--- config.mk ---
export PLATFORM = sky130hd
export DESIGN_NAME = flTicketSplitter
export DESIGN_NICKNAME = d
export VERILOG_FILES = /design/src/hdl/flTicketPkg.sv /design/src/hdl/flTicketSplitter.sv /design/src/hdl/flOutPort.sv /design/src/hdl/frameRouter.sv /design/src/hdl/ticketFifo.sv
export SDC_FILE = /design/constraint.sdc
export NUM_CORES = 1
export LEC_CHECK = 0
export BUFFER_PORTS_ARGS = -buffer_cell sky130_fd_sc_hd__buf_2
export CELL_PAD_IN_SITES_DETAIL_PLACEMENT = 1
export CELL_PAD_IN_SITES_GLOBAL_PLACEMENT = 2
export CORE_MARGIN = 3
export CORE_UTILIZATION = 47
export CTS_CLUSTER_DIAMETER = 200
export DETAILED_ROUTE_END_ITERATION = 12
export PLACE_DENSITY = 0.87
export REMOVE_ABC_BUFFERS = 1
export SETUP_SLACK_MARGIN = 0.3
export SYNTH_ARGS = -nofsm -noshare
export SYNTH_HDL_FRONTEND = slang
export SYNTH_SLANG_ARGS = --single-unit
--- constraint.sdc ---
create_clock -name clk -period 8.35 [get_ports clk]
set_input_delay 0 -clock clk [delete_from_list [all_inputs] [get_ports clk]]
set_output_delay 0 -clock clk [all_outputs]
set_load 0.02 [all_outputs]
--- src/hdl/flTicketPkg.sv ---
// shared FrameLink and ticket widths; ticket layout assumes maxOutputs mask bits above the tag
package flTicketPkg;

  localparam int dataWidth  = 32;  // FrameLink data word width
  localparam int dremWidth  = 2;   // byte remainder of the last word, 0 means all four bytes valid
  localparam int maxOutputs = 4;   // top level may use fewer lanes, never more
  localparam int tagWidth   = 12;  // tag forwarded to every selected ctrlOut

  // one mask bit per possible output sits above the tag, 16 bits in total
  localparam int ticketWidth = maxOutputs + tagWidth;

  // the same ticket word is stored as a flat vector and decoded as mask and tag
  typedef union packed {
    logic [ticketWidth-1:0] raw;  // whole word as seen by the ticket FIFO storage
    struct packed {
      logic [maxOutputs-1:0] mask;  // bit n set sends the frame to output n
      logic [tagWidth-1:0]   tag;   // copied unchanged to each delivered ctrlOut
    } fields;
  } ticketT;

endpackage : flTicketPkg
--- src/hdl/flTicketSplitter.sv ---
// ticket splitter top; outputCount from 1 to maxOutputs, each frame needs exactly one ticket
`timescale 1ns/1ps

module flTicketSplitter import flTicketPkg::*; #(
  parameter int outputCount = 4  // number of TX and ctrlOut lanes
) (
  input  logic                                 clk,
  input  logic                                 rstN,
  input  logic [dataWidth-1:0]                 rxData,
  input  logic [dremWidth-1:0]                 rxDrem,
  input  logic                                 rxSof,
  input  logic                                 rxEof,
  input  logic                                 rxSrcRdy,
  output logic                                 rxDstRdy,
  input  logic [ticketWidth-1:0]               ctrlInTicket,
  input  logic                                 ctrlInSrcRdy,
  output logic                                 ctrlInDstRdy,
  output logic [outputCount-1:0][dataWidth-1:0] txData,
  output logic [outputCount-1:0][dremWidth-1:0] txDrem,
  output logic [outputCount-1:0]               txSof,
  output logic [outputCount-1:0]               txEof,
  output logic [outputCount-1:0]               txSrcRdy,
  input  logic [outputCount-1:0]               txDstRdy,
  output logic [outputCount-1:0][tagWidth-1:0] ctrlOutTag,
  output logic [outputCount-1:0]               ctrlOutSrcRdy,
  input  logic [outputCount-1:0]               ctrlOutDstRdy
);

  localparam int ticketDepth = 4;  // tickets that may arrive ahead of their frames

  ticketT                 headTicket;    // oldest ticket, owns the frame on RX
  logic                   headValid;
  logic                   pop;           // eof accepted, ticket done
  logic [dataWidth-1:0]   laneData;      // word bus shared by all lanes
  logic [dremWidth-1:0]   laneDrem;
  logic                   laneSof;
  logic                   laneEof;
  logic [outputCount-1:0] laneWrite;
  logic [outputCount-1:0] laneTagWrite;
  logic [tagWidth-1:0]    laneTag;
  logic [outputCount-1:0] laneFree;
  logic [outputCount-1:0] laneTagFree;

  ticketFifo #(
    .depth(ticketDepth)
  ) ticketFifo_i (
    .clk        (clk),
    .rstN       (rstN),
    .ticketIn   (ctrlInTicket),
    .pushValid  (ctrlInSrcRdy),
    .pop        (pop),
    .pushReady  (ctrlInDstRdy),
    .headTicket (headTicket),
    .headValid  (headValid)
  );

  frameRouter #(
    .outputCount(outputCount)
  ) frameRouter_i (
    .clk          (clk),
    .rstN         (rstN),
    .rxData       (rxData),
    .rxDrem       (rxDrem),
    .rxSof        (rxSof),
    .rxEof        (rxEof),
    .rxSrcRdy     (rxSrcRdy),
    .rxDstRdy     (rxDstRdy),
    .headTicket   (headTicket),
    .headValid    (headValid),
    .pop          (pop),
    .laneData     (laneData),
    .laneDrem     (laneDrem),
    .laneSof      (laneSof),
    .laneEof      (laneEof),
    .laneWrite    (laneWrite),
    .laneTagWrite (laneTagWrite),
    .laneTag      (laneTag),
    .laneFree     (laneFree),
    .laneTagFree  (laneTagFree)
  );

  for (genvar i = 0; i < outputCount; i++) begin : gLane
    flOutPort flOutPort_i (
      .clk           (clk),
      .rstN          (rstN),
      .laneData      (laneData),
      .laneDrem      (laneDrem),
      .laneSof       (laneSof),
      .laneEof       (laneEof),
      .laneWrite     (laneWrite[i]),
      .laneTag       (laneTag),
      .laneTagWrite  (laneTagWrite[i]),
      .txDstRdy      (txDstRdy[i]),
      .ctrlOutDstRdy (ctrlOutDstRdy[i]),
      .laneFree      (laneFree[i]),
      .laneTagFree   (laneTagFree[i]),
      .txData        (txData[i]),
      .txDrem        (txDrem[i]),
      .txSof         (txSof[i]),
      .txEof         (txEof[i]),
      .txSrcRdy      (txSrcRdy[i]),
      .ctrlOutTag    (ctrlOutTag[i]),
      .ctrlOutSrcRdy (ctrlOutSrcRdy[i])
    );
  end

endmodule : flTicketSplitter

--- src/hdl/flOutPort.sv ---
// one TX lane with a two word buffer and two tag slots; writers must respect laneFree and laneTagFree
`timescale 1ns/1ps

module flOutPort import flTicketPkg::*; (
  input  logic                 clk,
  input  logic                 rstN,
  input  logic [dataWidth-1:0] laneData,
  input  logic [dremWidth-1:0] laneDrem,
  input  logic                 laneSof,
  input  logic                 laneEof,
  input  logic                 laneWrite,
  input  logic [tagWidth-1:0]  laneTag,
  input  logic                 laneTagWrite,
  input  logic                 txDstRdy,
  input  logic                 ctrlOutDstRdy,
  output logic                 laneFree,
  output logic                 laneTagFree,
  output logic [dataWidth-1:0] txData,
  output logic [dremWidth-1:0] txDrem,
  output logic                 txSof,
  output logic                 txEof,
  output logic                 txSrcRdy,
  output logic [tagWidth-1:0]  ctrlOutTag,
  output logic                 ctrlOutSrcRdy
);

  localparam int wordBits = dataWidth + dremWidth + 2;  // data, drem, sof and eof together

  logic [wordBits-1:0] inWord;     // incoming word packed for storage
  logic [wordBits-1:0] headWord;   // output register, drives the TX port directly
  logic [wordBits-1:0] spareWord;  // second entry, filled while the head is stalled
  logic [1:0]          wordCount;  // words held, 0 to 2
  logic                txFire;     // TX transfer this cycle
  logic [tagWidth-1:0] tagMem [2]; // two tag slots
  logic                tagWrPtr;
  logic                tagRdPtr;
  logic [1:0]          tagCount;   // tags held, 0 to 2
  logic                tagFire;    // ctrlOut transfer this cycle

  assign inWord = {laneData, laneDrem, laneSof, laneEof};
  assign {txData, txDrem, txSof, txEof} = headWord;
  assign txSrcRdy = (wordCount != 2'd0);  // low after reset since the buffer is empty
  assign laneFree = (wordCount != 2'd2);
  assign txFire   = txSrcRdy & txDstRdy;

  always_ff @(posedge clk) begin
    if (laneWrite && (wordCount == 2'd0 || (wordCount == 2'd1 && txFire))) begin
      headWord <= inWord;     // empty or draining head, new word goes straight out
    end else if (txFire && wordCount == 2'd2) begin
      headWord <= spareWord;  // spare moves up when the head leaves
    end
    if (laneWrite && wordCount == 2'd1 && !txFire) begin
      spareWord <= inWord;    // head stalled, park the word behind it
    end
  end

  always_ff @(posedge clk or negedge rstN) begin
    if (!rstN) begin
      wordCount <= '0;
    end else begin
      wordCount <= wordCount + {1'b0, laneWrite} - {1'b0, txFire};
    end
  end

  assign ctrlOutSrcRdy = (tagCount != 2'd0);
  assign laneTagFree   = (tagCount != 2'd2);
  assign ctrlOutTag    = tagMem[tagRdPtr];  // oldest tag, kept in frame order
  assign tagFire       = ctrlOutSrcRdy & ctrlOutDstRdy;

  always_ff @(posedge clk) begin
    if (laneTagWrite) begin
      tagMem[tagWrPtr] <= laneTag;
    end
  end

  always_ff @(posedge clk or negedge rstN) begin
    if (!rstN) begin
      tagWrPtr <= 1'b0;
      tagRdPtr <= 1'b0;
      tagCount <= '0;
    end else begin
      tagWrPtr <= tagWrPtr ^ laneTagWrite;  // two slots, the pointer just toggles
      tagRdPtr <= tagRdPtr ^ tagFire;
      tagCount <= tagCount + {1'b0, laneTagWrite} - {1'b0, tagFire};
    end
  end

  // the router must hold a word while this lane is full
  wordNotFull: assert property (@(posedge clk) disable iff (!rstN) laneWrite |-> laneFree)
    else $error("word written into a full lane");

  // same for the tag queue, which only fills on sof words
  tagNotFull: assert property (@(posedge clk) disable iff (!rstN)
    laneTagWrite |-> (laneTagFree && laneWrite && laneSof))
    else $error("tag written into a full lane or without its sof word");

endmodule : flOutPort

--- src/hdl/frameRouter.sv ---
// forks each RX word to the lanes of the head ticket; rx data must stay stable while rxSrcRdy
`timescale 1ns/1ps

module frameRouter import flTicketPkg::*; #(
  parameter int outputCount = maxOutputs  // lanes in use, 1 to maxOutputs
) (
  input  logic                   clk,
  input  logic                   rstN,
  input  logic [dataWidth-1:0]   rxData,
  input  logic [dremWidth-1:0]   rxDrem,
  input  logic                   rxSof,
  input  logic                   rxEof,
  input  logic                   rxSrcRdy,
  output logic                   rxDstRdy,
  input  ticketT                 headTicket,
  input  logic                   headValid,
  output logic                   pop,
  output logic [dataWidth-1:0]   laneData,
  output logic [dremWidth-1:0]   laneDrem,
  output logic                   laneSof,
  output logic                   laneEof,
  output logic [outputCount-1:0] laneWrite,
  output logic [outputCount-1:0] laneTagWrite,
  output logic [tagWidth-1:0]    laneTag,
  input  logic [outputCount-1:0] laneFree,
  input  logic [outputCount-1:0] laneTagFree
);

  logic [outputCount-1:0] selMask;   // lanes that get the current frame
  logic [outputCount-1:0] done;      // selected lanes that already hold the current word
  logic [outputCount-1:0] laneOk;    // lane can take a word now, tag room included on sof
  logic [outputCount-1:0] canWrite;  // lanes that would take the word if it is offered
  logic                   inFrame;   // sof accepted and eof not yet accepted
  logic                   accept;    // rx word consumed this cycle

  // mask bits above outputCount address lanes that do not exist and are ignored
  assign selMask = headTicket.fields.mask[outputCount-1:0];

  // the sof word also needs a slot for the tag in that lane
  assign laneOk   = laneFree & (rxSof ? laneTagFree : {outputCount{1'b1}});
  assign canWrite = selMask & ~done & laneOk;

  // every lane writes on its own as soon as it is free, others may still be stalled
  assign laneWrite    = canWrite & {outputCount{rxSrcRdy & headValid}};
  assign laneTagWrite = laneWrite & {outputCount{rxSof}};  // tag goes with the first word only

  // word is taken once no selected lane is left waiting, an empty mask passes at once
  // and rxDstRdy never depends on rxSrcRdy
  assign rxDstRdy = headValid & (&(done | canWrite | ~selMask));
  assign accept   = rxSrcRdy & rxDstRdy;
  assign pop      = accept & rxEof;  // the ticket belongs to this frame until its eof leaves

  // all lanes share one word bus, laneWrite picks who stores it
  assign laneData = rxData;
  assign laneDrem = rxDrem;
  assign laneSof  = rxSof;
  assign laneEof  = rxEof;
  assign laneTag  = headTicket.fields.tag;  // mask is stripped, only the tag travels on

  always_ff @(posedge clk or negedge rstN) begin
    if (!rstN) begin
      done    <= '0;
      inFrame <= 1'b0;
    end else begin
      if (accept) begin
        done    <= '0;       // next word starts with no lane served
        inFrame <= ~rxEof;   // single word frames never open a frame
      end else begin
        done <= done | laneWrite;  // remember lanes that took the held word
      end
    end
  end

  // a new frame may only start after the previous eof has gone through
  sofOutsideFrame: assert property (@(posedge clk) disable iff (!rstN)
    (rxSrcRdy && rxSof) |-> !inFrame)
    else $error("rxSof seen inside a frame");

  // a ticket is released only by the end of a frame that actually started
  popEndsFrame: assert property (@(posedge clk) disable iff (!rstN)
    pop |-> (inFrame || rxSof))
    else $error("ticket popped without a started frame");

  // lane activity never leaks outside the head mask, and nothing is marked done without a ticket
  writeInMask: assert property (@(posedge clk) disable iff (!rstN)
    (headValid ? ((done | laneWrite) & ~selMask) : done) == '0)
    else $error("lane written outside the selected mask");

endmodule : frameRouter

--- src/hdl/ticketFifo.sv ---
// in-order ticket buffer; pop is only legal while headValid, pushReady stays low during reset
`timescale 1ns/1ps

module ticketFifo import flTicketPkg::*; #(
  parameter int depth = 4  // tickets that may be queued ahead of their frames
) (
  input  logic   clk,
  input  logic   rstN,
  input  ticketT ticketIn,
  input  logic   pushValid,
  input  logic   pop,
  output logic   pushReady,
  output ticketT headTicket,
  output logic   headValid
);

  localparam int ptrWidth = (depth > 1) ? $clog2(depth) : 1;
  localparam int cntWidth = $clog2(depth + 1);

  logic [ticketWidth-1:0] mem [depth];  // ticket storage indexed by the pointers
  logic [ptrWidth-1:0]    wrPtr;        // next slot to fill
  logic [ptrWidth-1:0]    rdPtr;        // slot presented on headTicket
  logic [cntWidth-1:0]    count;        // tickets currently held
  logic                   awake;        // goes high one cycle after reset is released
  logic                   push;         // ticket taken from ctrlIn this cycle

  assign headValid      = (count != '0);  // a ticket is waiting for its frame
  assign headTicket.raw = mem[rdPtr];     // head is read straight from storage
  // room exists unless full or a pop frees the slot in the same cycle
  assign pushReady      = awake & ((count != cntWidth'(depth)) | pop);
  assign push           = pushValid & pushReady;

  always_ff @(posedge clk) begin
    if (push) begin
      mem[wrPtr] <= ticketIn.raw;  // the flat word is stored as is and decoded downstream
    end
  end

  always_ff @(posedge clk or negedge rstN) begin
    if (!rstN) begin
      wrPtr <= '0;
      rdPtr <= '0;
      count <= '0;
      awake <= 1'b0;
    end else begin
      awake <= 1'b1;  // keeps ctrlInDstRdy low until the first cycle out of reset
      if (push) begin
        wrPtr <= (wrPtr == ptrWidth'(depth - 1)) ? '0 : wrPtr + 1'b1;  // wrap for any depth
      end
      if (pop) begin
        rdPtr <= (rdPtr == ptrWidth'(depth - 1)) ? '0 : rdPtr + 1'b1;
      end
      case ({push, pop})
        2'b10:   count <= count + 1'b1;
        2'b01:   count <= count - 1'b1;
        default: count <= count;  // count holds on idle cycles and on push with pop
      endcase
    end
  end

  // the router must only end a frame while a ticket is present
  popNeedsTicket: assert property (@(posedge clk) disable iff (!rstN) pop |-> headValid)
    else $error("ticket popped from an empty FIFO");

  // pointer and count bookkeeping never overruns storage
  countInRange: assert property (@(posedge clk) disable iff (!rstN) count <= cntWidth'(depth))
    else $error("ticket FIFO count above depth");

endmodule : ticketFifo

Word level (Yosys, flattened, before mapping)
Memory sizes are Yosys's and may differ from the RTL's.
Index checks and enable logic that the tools add are counted.
{"block": "totals", "reg_bits": 324, "ram_bits": 160, "in_bits": 64, "out_inout_bits": 202, "wordCells": 178, "n_memories": 5}
{"memory": "ticketFifo_i.mem", "words": 4, "width": 16, "rd": 1, "rd_ports_with_merged_regs": 0, "write_ports": 1, "line_no": "ticketFifo.sv:20", "source": "logic [ticketWidth-1:0] mem [depth];"}
{"memory": "gLane[0].flOutPort_i.tagMem", "words": 2, "width": 12, "rd": 1, "rd_ports_with_merged_regs": 0, "write_ports": 1, "line_no": "flOutPort.sv:34", "source": "logic [tagWidth-1:0] tagMem [2];"}
{"memory": "gLane[1].flOutPort_i.tagMem", "words": 2, "width": 12, "rd": 1, "rd_ports_with_merged_regs": 0, "write_ports": 1, "line_no": "flOutPort.sv:34"}
{"memory": "gLane[2].flOutPort_i.tagMem", "words": 2, "width": 12, "rd": 1, "rd_ports_with_merged_regs": 0, "write_ports": 1, "line_no": "flOutPort.sv:34"}
{"memory": "gLane[3].flOutPort_i.tagMem", "words": 2, "width": 12, "rd": 1, "rd_ports_with_merged_regs": 0, "write_ports": 1, "line_no": "flOutPort.sv:34"}
{"block": "op_classes", "addsub": 20, "eq_ne": 21, "mux": 23, "bitwise_logic": 33, "n_reduce_logical": 47}
{"op": "two-way mux 36 bit", "count": 8}
{"op": "nonzero test 2 bit", "count": 13}
{"op": "bitwise AND 4 bit", "count": 5}
{"op": "logical AND 1 bit", "count": 20}
{"op": "adder 2 x 1 -> 2 bit", "count": 8}
{"op": "!= test 2 bit, second input constant", "count": 8}
{"op": "subtractor 2 x 1 -> 2 bit", "count": 8}
{"op": "bitwise AND 1 bit", "count": 14}
{"op": "== test 2 bit, second input constant", "count": 7}
{"op": "bitwise OR 4 bit", "count": 3}
{"op": "== test 2 x 1 -> 1 bit, second input constant", "count": 5}
{"op": "two-way mux 1 bit", "count": 10}
{"op": "zero test 2 bit", "count": 4}
{"op": "two-way mux 4 bit", "count": 2}
{"op": "inverter 4 bit", "count": 2}
{"op": "bitwise XOR 1 bit", "count": 8}
{"op": "case mux 3 bit (2 select lines)", "count": 1}
{"op": "adder 2 x 1 -> 2 bit, second input constant", "count": 2}
{"op": "zero test 1 bit", "count": 4}
{"op": "logical OR 1 bit", "count": 4}
{"op": "two-way mux 2 bit", "count": 2}
{"op": "AND reduction 4 bit", "count": 1}
{"op": "adder 3 x 1 -> 3 bit, second input constant", "count": 1}
{"op": "!= test 3 bit, second input constant", "count": 1}
{"op": "other kinds (3)", "count": 3}

Depth between registers and ports, before layout
Gate-level depths: netlist of run 1.
{"block": "logic_depth", "depth_word": 15, "mapped_depth": 12, "ltp_nobuf": 11}

Hierarchy
A second synthesis of run 1 with hierarchy kept.
{"block": "hier_totals", "hier_cells": 937, "area_unflattened_um2": 19377.3}
{"mod": "flOutPort", "instances": 4, "cells_per_inst": 181, "area_each_um2": 3963.8, "seq_area_each_um2": 3032.9}
{"mod": "ticketFifo", "instances": 1, "cells_per_inst": 126, "area_each_um2": 2808.9, "seq_area_each_um2": 2122.0}
{"mod": "frameRouter", "instances": 1, "cells_per_inst": 87, "area_each_um2": 713.2, "seq_area_each_um2": 100.1}

Worst setup path before layout of run 1
OpenSTA, ideal clock, no wires.
{"block": "synth_path", "kind": "flip-flop to flip-flop", "from": "register ticketFifo_i.rdPtr[0]", "to": "register gLane[0].flOutPort_i.spareWord[0], enable pin", "arrival_time_ps": 3890, "required_ps": 7876, "path_slack_ps": 3986, "path_stages_with_launch": 7, "path_buffers": 1, "cell_sequence": "dfrtp_1 -> buf_6 -> or2_2 -> o22ai_1 -> nor3b_4 -> nand2_1 -> nor3_1"}
{"block": "synth_via", "elab_chain_cells": 6}
{"item": "from (decl)", "line_no": "ticketFifo.sv:22", "source": "logic [ptrWidth-1:0] rdPtr;"}
{"item": "from (signal assigned)", "line_no": "ticketFifo.sv:51", "source": "rdPtr <= (rdPtr == ptrWidth'(depth - 1)) ? '0 : rdPtr + 1'b1;"}
{"item": "memory read (4 x 16 bit)"}
{"item": "bitwise AND 4 bit (2 in a row)", "line_no": "frameRouter.sv:41", "source": "assign canWrite = selMask & ~done & laneOk;"}
{"item": "bitwise AND 4 bit", "line_no": "frameRouter.sv:44", "source": "assign laneWrite = canWrite & {outputCount{rxSrcRdy & headValid}};"}
{"item": "logical AND 1 bit (2 in a row)", "line_no": "flOutPort.sv:52", "source": "if (laneWrite && wordCount == 2'd1 && !txFire) begin"}
{"item": "to (signal assigned)", "line_no": "flOutPort.sv:53", "source": "spareWord <= inWord;"}
{"item": "to (decl)", "line_no": "flOutPort.sv:31", "source": "logic [wordBits-1:0] spareWord;"}
No other way between the ends.
A chain may end at the register's enable or synchronous reset.

Final worst setup path of run 1
{"block": "layout_path", "from": "register ticketFifo_i.rdPtr[0]", "to": "register ticketFifo_i.count[2]"}
{"block": "layout_via", "elab_chain_cells": 14, "word_cells_on_any_way": 17}
{"item": "memory read (4 x 16 bit) *"}
{"item": "bitwise AND 4 bit (2 in a row)", "line_no": "frameRouter.sv:41"}
{"item": "bitwise OR 4 bit", "line_no": "frameRouter.sv:49", "source": "assign rxDstRdy = headValid & (&(done | canWrite | ~selMask));"}
{"item": "bitwise OR 4 bit *", "line_no": "frameRouter.sv:49"}
{"item": "AND reduction 4 bit *", "line_no": "frameRouter.sv:49"}
{"item": "bitwise AND 1 bit *", "line_no": "frameRouter.sv:49"}
{"item": "bitwise AND 1 bit *", "line_no": "frameRouter.sv:50", "source": "assign accept = rxSrcRdy & rxDstRdy;"}
{"item": "bitwise AND 1 bit *", "line_no": "frameRouter.sv:51", "source": "assign pop = accept & rxEof;"}
{"item": "via frameRouter_i.pop", "line_no": "frameRouter.sv:17", "source": "output logic pop,"}
{"item": "bitwise OR 1 bit", "line_no": "ticketFifo.sv:30", "source": "assign pushReady = awake & ((count != cntWidth'(depth)) | pop);"}
{"item": "bitwise AND 1 bit", "line_no": "ticketFifo.sv:30"}
{"item": "bitwise AND 1 bit", "line_no": "ticketFifo.sv:31", "source": "assign push = pushValid & pushReady;"}
{"item": "== test 2 x 1 -> 1 bit / == test 2 bit (equally long branches)", "line_no": "ticketFifo.sv:53", "source": "case ({push, pop})"}
{"item": "case mux 3 bit (2 select lines) / nonzero test 2 bit (equally long branches)"}
{"item": "to (signal assigned)", "line_no": "ticketFifo.sv:54", "source": "2'b10: count <= count + 1'b1;"}
{"item": "to (signal assigned)", "line_no": "ticketFifo.sv:55", "source": "2'b01: count <= count - 1'b1;"}
{"item": "to (signal assigned)", "line_no": "ticketFifo.sv:56", "source": "default: count <= count;"}
{"item": "to (decl)", "line_no": "ticketFifo.sv:23", "source": "logic [cntWidth-1:0] count;"}
Mark *: on every way through the listed nets, which the timed path passes. The rest lies on a longest branch.

==> impl_metrics.ini, run 1 <==
[min_path]
hp-class = in -> reg

[routing]
antenna_left = 0
num_vias = 9531
via_per_inst = 5.25
routed_wl_um = 44900
first_pass_iters = 6
dr.first_iter.drc_count = 629
drc_errors = 0
routedWlPerCell_um = 24.7

[finish]
fillers = 3516
stdcell_area_um2 = 22700
diodes = 0
drive_gt1_share_pct = 44.3
layout.nets = 1354
syn2layout_area_growth_pct = 21.5
multi_input_area_um2 = 3960
final-seq-area_um2 = 14400

[synth]
syn-mean-instance-area_um2 = 20.5
synth_top_cell_area_share_pct = 72.1
ys_ff_latch = 484
synth_ff_type = edfxtp_1
yosys.area.top_type = edfxtp_1
synth_edf_count = 448
ys_seq_area_share_pct = 76.9
synthArstFlopShare_pct = 7.44
synth_area_um2 = 18700
postSynthCellCount = 910
synth_warnings = 0
synth.distinct_cells = 50
synth_area_leaders = edfxtp_1 72%, mux2_2 9.8%, dfrtp_1 4.8%

[sta]
maxSlewViolCount = 0
finalCritPeriodShare_pct = 47.5
fin_setup_tns_ns = 0
fin_skew_ns = 0.0185
max_clock_freq_mhz = 252
final-setup-viol-count = 0
whs_ns = 0.0705
tightest_slew_ns = 1.14
slew_headroom_pct = 23.7
finalCriticalPeriod_ns = 3.97
hold_viol_final = 0
rsz0062_at_grt = no

[die]
start_util_pct = 47.9
io_pins = 266
die_width_um = 205
rows = 72
die_h_um = 205
core-area_um2 = 38900
dieArea_um2 = 42100

[worst_setup_path]
cp.required_ns = 8.86
cpLargestDelayFamily = flip-flops
worst_setup_path_end_kind = flop
cp_slowest_stage_delay_ns = 1.10
crit_path_start_kind = flop
path_max_fanout = 21
crit_chain = mux4_1 > nand2b_1 > a2bb2oi_1 > nand4_1 > inv_1 > ha_1 > inv_1 > fa_1 > xor2_1 > nor2_1 > xor2_1
cp_slowest_cell = dfrtp_1
cp.buffers_inverters = 2
arrival_ns = 4.47
critPathKind = reg -> reg

[placement]
port_buffers = 265
dp_hpwl_um = 27900
placed_cell_area_um2 = 20500
place_congestion = 0.765

[power_and_ir_drop]
cellLeakagePower_nw = 8.42
powerDensity_nw_per_um2 = 335
total_power_mw = 7.59
vdd_drop_max_uv = 216

[clocking]
clk_transition_reported_paths_ns = 0.06
cts.sinks = 484
cts_tree = done
cts-htree-levels = 2
clockBufferDepth = 3
cts_buffers = 49
insertion_delay_ns = 0.59
cts-root-buf = clkbuf_16

[global_route]
grt_max_degree = 38
overflow = 0
grt_pass1_wl_um = 65600
grt_pass1_vias = 10286
track_usage_pct = 21.1
antenna_found_initial = 1

[run]
cap_violations = 0

[status]
status = complete, no violations
-- layout by cell type (no fill, tap or decap), types with 12 or more instances in the layout --
cell type	n
buf_2	265
buf_4	13
clkbuf_16	49
dfrtp_1	36
dlygate4sd3_1	58
edfxtp_1	448
ha_1	30
inv_1	39
mux2_2	162
mux2_4	29
mux4_2	12
xnor2_1	17
-- per-stage QoR --
step / cells / util (%) / setup WS, ns
after CTS: 1817 / 58.2 / 4.29
final: 1817 / 58.2 / 4.38
after global placement: 1668 / 52.8 / 4.63
after floorplan: 872 / - / 3.21
after global routing: 1817 / 58.2 / 4.03
after detailed placement: 1668 / 52.8 / 4.35
-- sequential cells by signal, indices dropped and copies added, names as in the netlist --
signal / flops
gLane.flOutPort_i.wordCount: 8
ticketFifo_i.count: 3
ticketFifo_i.mem: 64
ticketFifo_i.wrPtr: 2
ticketFifo_i.awake: 1
gLane.flOutPort_i.tagMem: 96
gLane.flOutPort_i.tagRdPtr: 4
ticketFifo_i.rdPtr: 2
gLane.flOutPort_i.spareWord: 144
gLane.flOutPort_i.tagWrPtr: 4
gLane.flOutPort_i.tagCount: 8
frameRouter_i.done: 4
gLane.flOutPort_i.headWord: 144
-- where the power goes --
group | internal [mW] | switching (mW) | leakage (nW)
sequential | 3.21 | 0.264 | 4.50
combinational | 0.725 | 1.24 | 3.16
clock | 1.21 | 0.931 | 0.755
total | 5.15 | 2.44 | 8.42
-- synthesized netlist by cell type (all sizes together) (7+ instances only) --
library cell / count
edfxtp: 448
or2: 7
ha: 30
dfrtp: 36
mux4: 14
and2: 10
mux2: 196
xnor2: 17
buf: 37
inv: 39
-- per-layer routing --
metal / vias up / share of wire, % / track usage [%]
li1: 4203 / - / -
met1: 4952 / 40 / 26.6
met2: 298 / 52 / 36.9
met3: 76 / 5.0 / 4.22
met4: 2 / 3.2 / 6.71
met5: - / 0.018 / 0
-- worst paths after layout --
kind                                                   from                                 to  slack [ns]  cells past startpoint
max                                   ticketFifo_i.rdPtr[0]              ticketFifo_i.count[2]        4.38                     11
min                                             txDstRdy[2]  gLane[2].flOutPort_i.wordCount[1]        0.07                      5
max reg2reg                           ticketFifo_i.rdPtr[0]              ticketFifo_i.count[2]        4.38                     11
min reg2reg                gLane[2].flOutPort_i.tagCount[1]   gLane[2].flOutPort_i.tagCount[1]        0.50                      1
max in group asynchronous                              rstN   gLane[1].flOutPort_i.tagCount[1]        7.71                      2
min in group asynchronous                              rstN              ticketFifo_i.count[0]        0.08                      2
-- kinds of logic after synthesis --
| kind of cell | count (synthesis) | synth area share [%] |
|---|---|---|
| adders and majority gates | 31 | 2.12 |
| AOI/OAI and AO/OA | 25 | 1.19 |
| other | 1 | 0.0201 |
| and+or+nand+nor | 54 | 2.01 |
| xor gates and xnor gates | 23 | 1.08 |
| muxes | 215 | 14.4 |
| DFF | 484 | 76.9 |
| buffers and inverters | 77 | 2.23 |
-- tightest hold or removal path: stages --
cell and delay, ns:
buf_2 0.12, and2_1 0.13, ha_1 0.16, xnor2_1 0.14
xnor2_1 0.06
-- final cells by class --
class                           count  area share [%]
Timing Repair Buffer              336            8.84
Tap cell                          518            2.86
Clock buffer                       59            5.58
Clock inverter                     32            1.27
Sequential cell                   484            63.3
Inverter                           39           0.646
Multi-Input combinational cell    349            17.5
-- what timing repair did --
item	4_1_cts	5_1_grt
hold buffers	58	0
buffers inserted	0	0
resized for setup	0	0
endpoints found under the hold margin	394	0
Power figures use the tool's default switching activity.
==> run 2: changes to the inputs <==
Settings changed: CORE_UTILIZATION 47 to 43, PLACE_DENSITY 0.87 to 0.81.
Clock period 8.35 ns to 4.1 ns, I/O delays scaled along.
==> run 2 against run 1 <==
  * Highest routed layer unchanged
  * Non-clock buffer count rose by 9
  * Clock-buffer cell count rose by 3
  * First-iteration DRC count rose by 2.4%
  * Critical endpoint unchanged
==> impl_metrics.ini, run 2 (same netlist as run 1, synthesis figures left out) <==
[finish]
layout_commonest_cell = edfxtp_1
largestRegisters = gLane.flOutPort_i.headWord x144, gLane.flOutPort_i.spareWord x144, gLane.flOutPort_i.tagMem x96
layout.nets = 1363
drive_gt1_share_pct = 44.5
syn2layout_area_growth_pct = 22.6
diodes = 0
layout_common_cells = 448 x edfxtp_1, 265 x buf_2, 162 x mux2_2
finalNonFillerCells = 1884
fin_util_pct = 53.9

[worst_setup_path]
worst_setup_path_end_kind = flop
critPathKind = reg -> reg
r2r-end = ticketFifo_i.count[2]
cp.required_ns = 4.60
endpoint = ticketFifo_i.count[2]
reg2reg_depth = 11
arrival_ns = 3.89
r2r_slack_ns = 0.71
crit_path_start_kind = flop
crit_chain = mux4_1 > nand2b_1 > a2bb2oi_1 > nand4_1 > inv_1 > ha_1 > inv_1 > fa_1 > xor2_1 > nor2_1 > xor2_1
timing.rr.start = ticketFifo_i.rdPtr[0]
cp_slowest_cell = dfrtp_1
path_max_fanout = 11
critPathLaunch = ticketFifo_i.rdPtr[0]
cp_slowest_stage_delay_ns = 0.72

[sta]
finalCritPeriodShare_pct = 82.7
rsz0062_at_grt = no
finalCriticalPeriod_ns = 3.39
final-setup-viol-count = 0
maxSlewViolCount = 0
max_clock_freq_mhz = 295
tightest_slew_ns = 1.05
slew_headroom_pct = 30.2
whs_ns = 0.0392
hold_viol_final = 0
fin_skew_ns = 0.0208

[routing]
antenna_left = 0
num_vias = 9400
routedWlPerCell_um = 23.4
route.met2.wl_um = 22100
highest_layer = met5
routed_wl_um = 44100
wl_met3_um = 2510
drc_errors = 0
dr.first_iter.drc_count = 644
via_per_inst = 4.99
wl_met1_um = 18100
first_pass_iters = 4

[die]
core-area_um2 = 42400
rows = 75
dieArea_um2 = 45900
die_h_um = 214
io_pins = 266
die_width_um = 214
start_util_pct = 44.0

[clocking]
cts_buffers = 49
clockBufferDepth = 3
cts_hold_buffers = 58
post-cts-setup-buffers = 0
clk_transition_reported_paths_ns = 0.06
cts_resized = 0
cts-root-buf = clkbuf_16
insertion_delay_ns = 0.58
cts.sinks = 484
cts-htree-levels = 2
cts_tree = done

[min_path]
min_from = txDstRdy[3]
hp-class = in -> reg

[global_route]
antenna_found_initial = 2
grt_pass1_wl_um = 66300
grt_max_degree = 37
grt_pass1_vias = 10378
overflow = 0
track_usage_pct = 19.1

[placement]
place_congestion = 0.778
dp_hpwl_um = 28800
port_buffers = 265
dp_cells = 1736

[power_and_ir_drop]
pwr-share-comb_pct = 26.1
pwr-share-seq_pct = 45.0
total_power_mw = 15.6
cellLeakagePower_nw = 8.49
vdd_drop_max_uv = 448
powerDensity_nw_per_um2 = 682
p_int_mw = 10.7
switching_share_pct = 31.4
power.switching_mw = 4.90
p_clk_share_pct = 28.9

[run]
cap_violations = 0

[status]
status = complete, no violations
run 2: per-stage QoR:
| step | setup TNS (ns) | cell area, um2 | setup WS, ns |
|---|---|---|---|
| floorplan | -82.25 | 18400 | -1.04 |
| global placement | 0 | 20700 | 0.789 |
| detailed placement | 0 | 20700 | 0.665 |
| CTS | 0 | 22900 | 0.664 |
| global route | 0 | 22900 | 0.364 |
| finish | 0 | 22900 | 0.708 |
run 2: how the worst min path moves through the flow:
stage                                        endpoint  slack (ns)  cells past startpoint
floorplan                       frameRouter_i.done[0]       -0.30                      0
global placement    gLane[0].flOutPort_i.wordCount[0]        0.18                      1
detailed placement   gLane[0].flOutPort_i.tagCount[1]        0.19                      1
CTS                  gLane[3].flOutPort_i.headWord[9]       0.007                      3
global route         gLane[3].flOutPort_i.headWord[5]        0.05                      3
finish               gLane[3].flOutPort_i.headWord[9]        0.04                      3
run 2: final cells by class:
| cell class | count | area (um2) |
|---|---|---|
| sequential | 484 | 14400 |
| timing repair buffer | 345 | 2080 |
| fill | 3923 | 19500 |
| clock inverter | 28 | 294 |
| clock buffer | 62 | 1320 |
| multi-input combinational | 349 | 3960 |
| tap | 577 | 722 |
| inverter | 39 | 146 |
run 2: worst max-delay path: cells and delay by family, from the launching register on:
family          cells  cell delay, ns
flops               1            0.72
mux                 1            0.66
fa+ha+maj           2            0.55
simple gates        3            0.53
compound gates      1            0.39
xor+xnor            2            0.30
buf+inv             2            0.18
run 2: metal layers:
metal  vias up  global-route usage [%]
met5         -                       0
met4         4                    6.48
met3        68                    4.10
met2       278                    32.7
met1      4828                    24.4
li1       4222                       -
run 2: power groups by stage:
stage / clock (mW) / sequential, mW / combinational (mW)
5_1_grt: 4.82 / 7.12 / 4.39
4_1_cts: 4.61 / 7.05 / 4.15
3_5_place_dp: 0 / 7.15 / 4.08
6_report: 4.50 / 7.03 / 4.07
2_1_floorplan: 0 / 7.49 / 2.08
3_3_place_gp: 0 / 7.10 / 3.93
